## src/rtl/rsa_cfg.svh

```systemverilog
`ifndef RSA_CFG_SVH
`define RSA_CFG_SVH

// operand width in bits
`define RSA_WIDTH 256

// write bus width
`define RSA_WORD 32

// words per operand
`define RSA_NWORDS (`RSA_WIDTH / `RSA_WORD)

`endif
```

## src/rtl/rsa_pkg.sv

```systemverilog
`default_nettype none

package rsa_pkg;

	`include "rsa_cfg.svh"

	// full-width operand (modulus, exponent, message, result)
	typedef logic [`RSA_WIDTH-1:0] rsa_operand_t;

	// one word on the write bus
	typedef logic [`RSA_WORD-1:0] rsa_word_t;

	// write target select
	typedef enum logic [1:0] {
		SEL_N    = 2'd0, // modulus
		SEL_D    = 2'd1, // private exponent
		SEL_A    = 2'd2, // cipher text
		SEL_RSVD = 2'd3  // unused, write is discarded
	} rsa_wsel_t;

	// word index, 0 is the least significant word
	typedef logic [$clog2(`RSA_NWORDS)-1:0] rsa_widx_t;

endpackage

`default_nettype wire

```

## src/rtl/rsa_key_regs.sv

```systemverilog
`timescale 1ns/1ps
`default_nettype none

`include "rsa_cfg.svh"

module rsa_key_regs (
	input  logic                  i_clk,
	input  logic                  i_rst,
	input  logic                  i_wr_en,
	input  rsa_pkg::rsa_wsel_t    i_wr_sel,
	input  rsa_pkg::rsa_widx_t    i_wr_idx,
	input  rsa_pkg::rsa_word_t    i_wr_data,
	input  logic                  i_start,
	input  logic                  i_busy,
	output rsa_pkg::rsa_operand_t o_n,
	output rsa_pkg::rsa_operand_t o_d,
	output rsa_pkg::rsa_operand_t o_a,
	output logic                  o_go,
	output logic                  o_key_err,
	output logic                  o_wr_err
);

	import rsa_pkg::*;

	localparam int SHIFT = $clog2(`RSA_WORD);
	localparam int BW    = $clog2(`RSA_WIDTH);

	rsa_operand_t  n_r;
	rsa_operand_t  d_r;
	rsa_operand_t  a_r;
	logic [BW-1:0] wr_base;   // bit offset of the addressed word
	logic          locked;
	logic          wr_ok;
	logic          start_ok;
	logic          go_r;
	logic          key_err_r;
	logic          wr_err_r;

	// go_r counts as busy too, the core only raises busy one cycle later
	assign locked   = i_busy | go_r;
	assign wr_ok    = i_wr_en & ~locked;
	assign start_ok = i_start & ~locked;
	assign wr_base  = {i_wr_idx, {SHIFT{1'b0}}};

	assign o_n       = n_r;
	assign o_d       = d_r;
	assign o_a       = a_r;
	assign o_go      = go_r;
	assign o_key_err = key_err_r;
	assign o_wr_err  = wr_err_r;

	// operand storage
	always_ff @(posedge i_clk) begin
		if (wr_ok) begin
			case (i_wr_sel)
				SEL_N:   n_r[wr_base +: `RSA_WORD] <= i_wr_data;
				SEL_D:   d_r[wr_base +: `RSA_WORD] <= i_wr_data;
				SEL_A:   a_r[wr_base +: `RSA_WORD] <= i_wr_data;
				default: ; // reserved select, nothing stored
			endcase
		end
	end

	always_ff @(posedge i_clk or negedge i_rst) begin
		if (!i_rst) begin
			go_r      <= 1'b0;
			key_err_r <= 1'b0;
			wr_err_r  <= 1'b0;
		end else begin
			// montgomery needs an odd modulus
			go_r      <= start_ok & n_r[0];
			key_err_r <= start_ok & ~n_r[0];
			wr_err_r  <= i_wr_en & (locked | (i_wr_sel == SEL_RSVD));
		end
	end

endmodule

`default_nettype wire

```

## config.mk

```make
export PLATFORM = sky130hd
export DESIGN_NAME = rsa_key_regs
export DESIGN_NICKNAME = d
export VERILOG_FILES = /design/src/rtl/rsa_pkg.sv /design/src/rtl/rsa_key_regs.sv
export VERILOG_INCLUDE_DIRS = /design/src /design/src/rtl
export SDC_FILE = /design/constraint.sdc
export NUM_CORES = 1
export LEC_CHECK = 0
export BUFFER_PORTS_ARGS = -buffer_cell sky130_fd_sc_hd__buf_2
export CAP_MARGIN = 30
export CORE_AREA = 2 2 313 315
export DETAILED_ROUTE_END_ITERATION = 10
export DIE_AREA = 0 0 315 317
export MAX_ROUTING_LAYER = met4
export PLACE_DENSITY_LB_ADDON = 0.12
export SLEW_MARGIN = 20
export SYNTH_ARGS = -nofsm -noshare
export SYNTH_HDL_FRONTEND = slang
export SYNTH_SLANG_ARGS = --single-unit
```

## constraint.sdc

```tcl
create_clock -name i_clk -period 3.7 [get_ports i_clk]
set_input_delay 0.37 -clock i_clk [delete_from_list [all_inputs] [get_ports i_clk]]
set_output_delay 0.37 -clock i_clk [all_outputs]
set_load 0.02 [all_outputs]
```

==> impl_metrics.env <==
export IMPL_period_share=0.611
export IMPL_routedWlPerCell_um=29.0
export IMPL_grt_max_degree=71
export IMPL_ir_worst_vdd_mv=0.361
export IMPL_hold_class="primary input to flop"
export IMPL_ys_types=27
export IMPL_setup_viol=0
export IMPL_portBuffers=812
export IMPL_fill_cells=9217
export IMPL_syn_num_nets=1167
export IMPL_die_w_um=315
export IMPL_multiInputGateArea_mm2=0.00216
export IMPL_avgViaCountPerCell=4.31
export IMPL_overflow=0
export IMPL_cts_setup_buffers=0
export IMPL_fin_cells=3411
export IMPL_insertion_delay_ns=0.64
export IMPL_drt_iter0_drc=1429
export IMPL_antenna_left=0
export IMPL_setup_ws_ns=1.44
export IMPL_worstSetupEndpointType="flop"
export IMPL_place_ws_ns=0.785
export IMPL_syn_inst=1122
export IMPL_place_gp_congestion=0.785
export IMPL_leakage_nw=12.7
export IMPL_track_usage=0.197
export IMPL_clock_sinks=771
export IMPL_status="completed"
export IMPL_max_slew_margin_rel=0.482
export IMPL_timing_fmax_ghz=0.442
export IMPL_startpoint="o_go$_DFF_PN0_"
export IMPL_grt_pass1_vias=14800
export IMPL_drc=0
export IMPL_ys_warn_count=0
export IMPL_cts_htree_levels=3
export IMPL_tritoncts="built"
export IMPL_rsz0062_at_grt="no"
export IMPL_rr_startpoint="o_go$_DFF_PN0_"
export IMPL_drt_wl_total_mm=99.0
export IMPL_start_util=0.263
export IMPL_die_area_mm2=0.0999
export IMPL_cp_endpoint="o_n[55]$_DFFE_PP_"
export IMPL_path_clk_slew_ns=0.06
export IMPL_die_h_um=317
export IMPL_post_route_min_period_ns=2.26
export IMPL_placementRows=114
export IMPL_fin_skew_ns=0.0210
export IMPL_area_growth_pct=35.2
export IMPL_ff2ff_setup_slack_ns=1.44
export IMPL_timing_rr_end="o_n[55]$_DFFE_PP_"
export IMPL_powerDensity_mw_per_mm2=543
export IMPL_critPathMaxFanout=32
export IMPL_slew_viol_final=0
export IMPL_hold_viol=0
export IMPL_synth_ff_latch_count=771
export IMPL_worstSetupPathType="flop to flop"
export IMPL_maxCapViolCount=0
export IMPL_placed_cells=3214
export IMPL_tightest_slew_ns=0.777
export IMPL_drive_gt1_frac=0.483
export IMPL_antenna_found_initial=30
export IMPL_holdWs_ns=0.0744
export IMPL_cts_buffer_depth=3
export IMPL_nNetsFinal=2075
export IMPL_ys_seq_area_frac=0.914
export IMPL_cp_start_kind="flop"
export IMPL_core_area_mm2=0.0963
export IMPL_vias=14700
export IMPL_ff_latch_area_mm2=0.0231
export IMPL_io_pins=813
export IMPL_cts_buffers=85
export IMPL_r2r_cells=5
export IMPL_cp_required_ns=3.96
export IMPL_arrival_ns=2.52
export IMPL_synth_area_mm2=0.0253
export IMPL_cts_root_buf="clkbuf_16"
export IMPL_hpwl_mm=67.1
export IMPL_firstDrtPassIters=5
export IMPL_grt_pass1_wl_mm=128
export IMPL_avgSynthCellArea_um2=22.6
[layout make-up]
type / count / area share
antenna: 34 / 0.00249
clock buffer: 98 / 0.0648
clock inverter: 60 / 0.0169
inverter: 3 / 0.000329
multi-input combinational: 313 / 0.0631
sequential: 771 / 0.676
tap: 1276 / 0.0467
timing repair buffer: 856 / 0.130
[synthesized netlist by cell type, drive strengths merged]
library cell  instances  share of area
nand3                 2        0.00040
buf                   9         0.0030
nor4b                 1        0.00059
and4b                 1        0.00040
and3                 67          0.017
a21boi                1        0.00030
nand4                 2        0.00049
dfrtp                 3         0.0030
inv                   3        0.00045
edfxtp              768           0.91
clkbuf               26         0.0045
nor2                 18         0.0036
nand2                 6        0.00089
nor2b                 1        0.00054
nand4b                2        0.00069
nor3                 12         0.0024
ha                    3         0.0015
or2                   2        0.00049
nand2b                1        0.00025
and2                192          0.047
and4                  2        0.00089
[registers in the layout, indices dropped and copies added, names as in the netlist]
| register | flops |
|---|---|
| o_n | 256 |
| o_a | 256 |
| o_wr_err | 1 |
| o_go | 1 |
| o_key_err | 1 |
| o_d | 256 |
[metal layers]
layer | global-route usage | vias up | share of wire
li1 | - | 6203 | -
met2 | 0.335 | 824 | 0.51
met1 | 0.230 | 7548 | 0.37
met4 | 0.0540 | 0 | 0.024
met5 | - | - | 0
met3 | 0.0532 | 118 | 0.097
[what timing repair did]
item	CTS	global route
gates resized for setup	0	0
hold buffers	5	0
hold endpoints to repair	6	0
[power breakdown]
group	switching [mW]	internal (mW)	leakage, nW
Sequential	0.00697	9.57	6.93
Combinational	0.417	0.106	4.38
Clock	3.47	5.01	1.36
[how the worst min path moves through the flow]
stage / start / to / slack (ns) / depth (start not counted)
global placement: i_rst / o_wr_err$_DFF_PN0_ / 0.17 / 1
CTS: i_busy / o_key_err$_DFF_PN0_ / 0.004 / 4
global route: i_busy / o_key_err$_DFF_PN0_ / 0.05 / 4
detailed placement: i_rst / o_wr_err$_DFF_PN0_ / 0.17 / 1
floorplan: i_rst / o_go$_DFF_PN0_ / 0.07 / 0
finish: i_busy / o_key_err$_DFF_PN0_ / 0.07 / 4
[critical path: stages (launching register included)]
cell	delay, ns
dfrtp_1	0.40
nor4b_2	0.47
nand2b_1	0.09
buf_4	0.25
nor3_4	0.14
buf_4	0.45
[per-stage QoR]
step / TNS, ns / utilization / total power, mW / cell area, um^2
global placement: 0 / 0.325 / 10.3 / 31300
floorplan: -58.20 / - / 9.97 / 25300
detailed placement: 0 / 0.325 / 10.3 / 31300
global route: 0 / 0.355 / 19.1 / 34100
finish: 0 / 0.355 / 18.6 / 34200
CTS: 0 / 0.355 / 18.8 / 34100
[cell families (layout without fill, tap and decap cells)]
| group | count (synthesis) | count (layout) | share of synthesized area |
|---|---|---|---|
| DFF | 771 | 771 | 0.914 |
| and+or+nand+nor | 309 | 309 | 0.0759 |
| buffers and inverters | 38 | 1017 | 0.00791 |
| adders and majority gates | 3 | 3 | 0.00148 |
| AOI/OAI and AO/OA | 1 | 1 | 0.000297 |
| other | 0 | 34 | 0 |
[cells in the final DEF, fill, tap and decap left out, drive strengths merged]
master	Yosys	layout
and4b	1	1
nand2	6	6
ha	3	3
dfrtp	3	3
and3	67	67
clkbuf	26	98
nand4	2	2
edfxtp	768	768
nand4b	2	2
inv	3	10
nand2b	1	1
and4	2	2
or2	2	2
a21boi	1	1
nand3	2	2
diode	0	34
nor3	12	12
bufinv	0	10
buf	9	851
nor4b	1	1
clkinv	0	36
nor2b	1	1
nor2	18	18
and2	192	192
clkinvlp	0	7
dlygate4sd3	0	5
No activity file was read; power rests on OpenSTA's default activity.
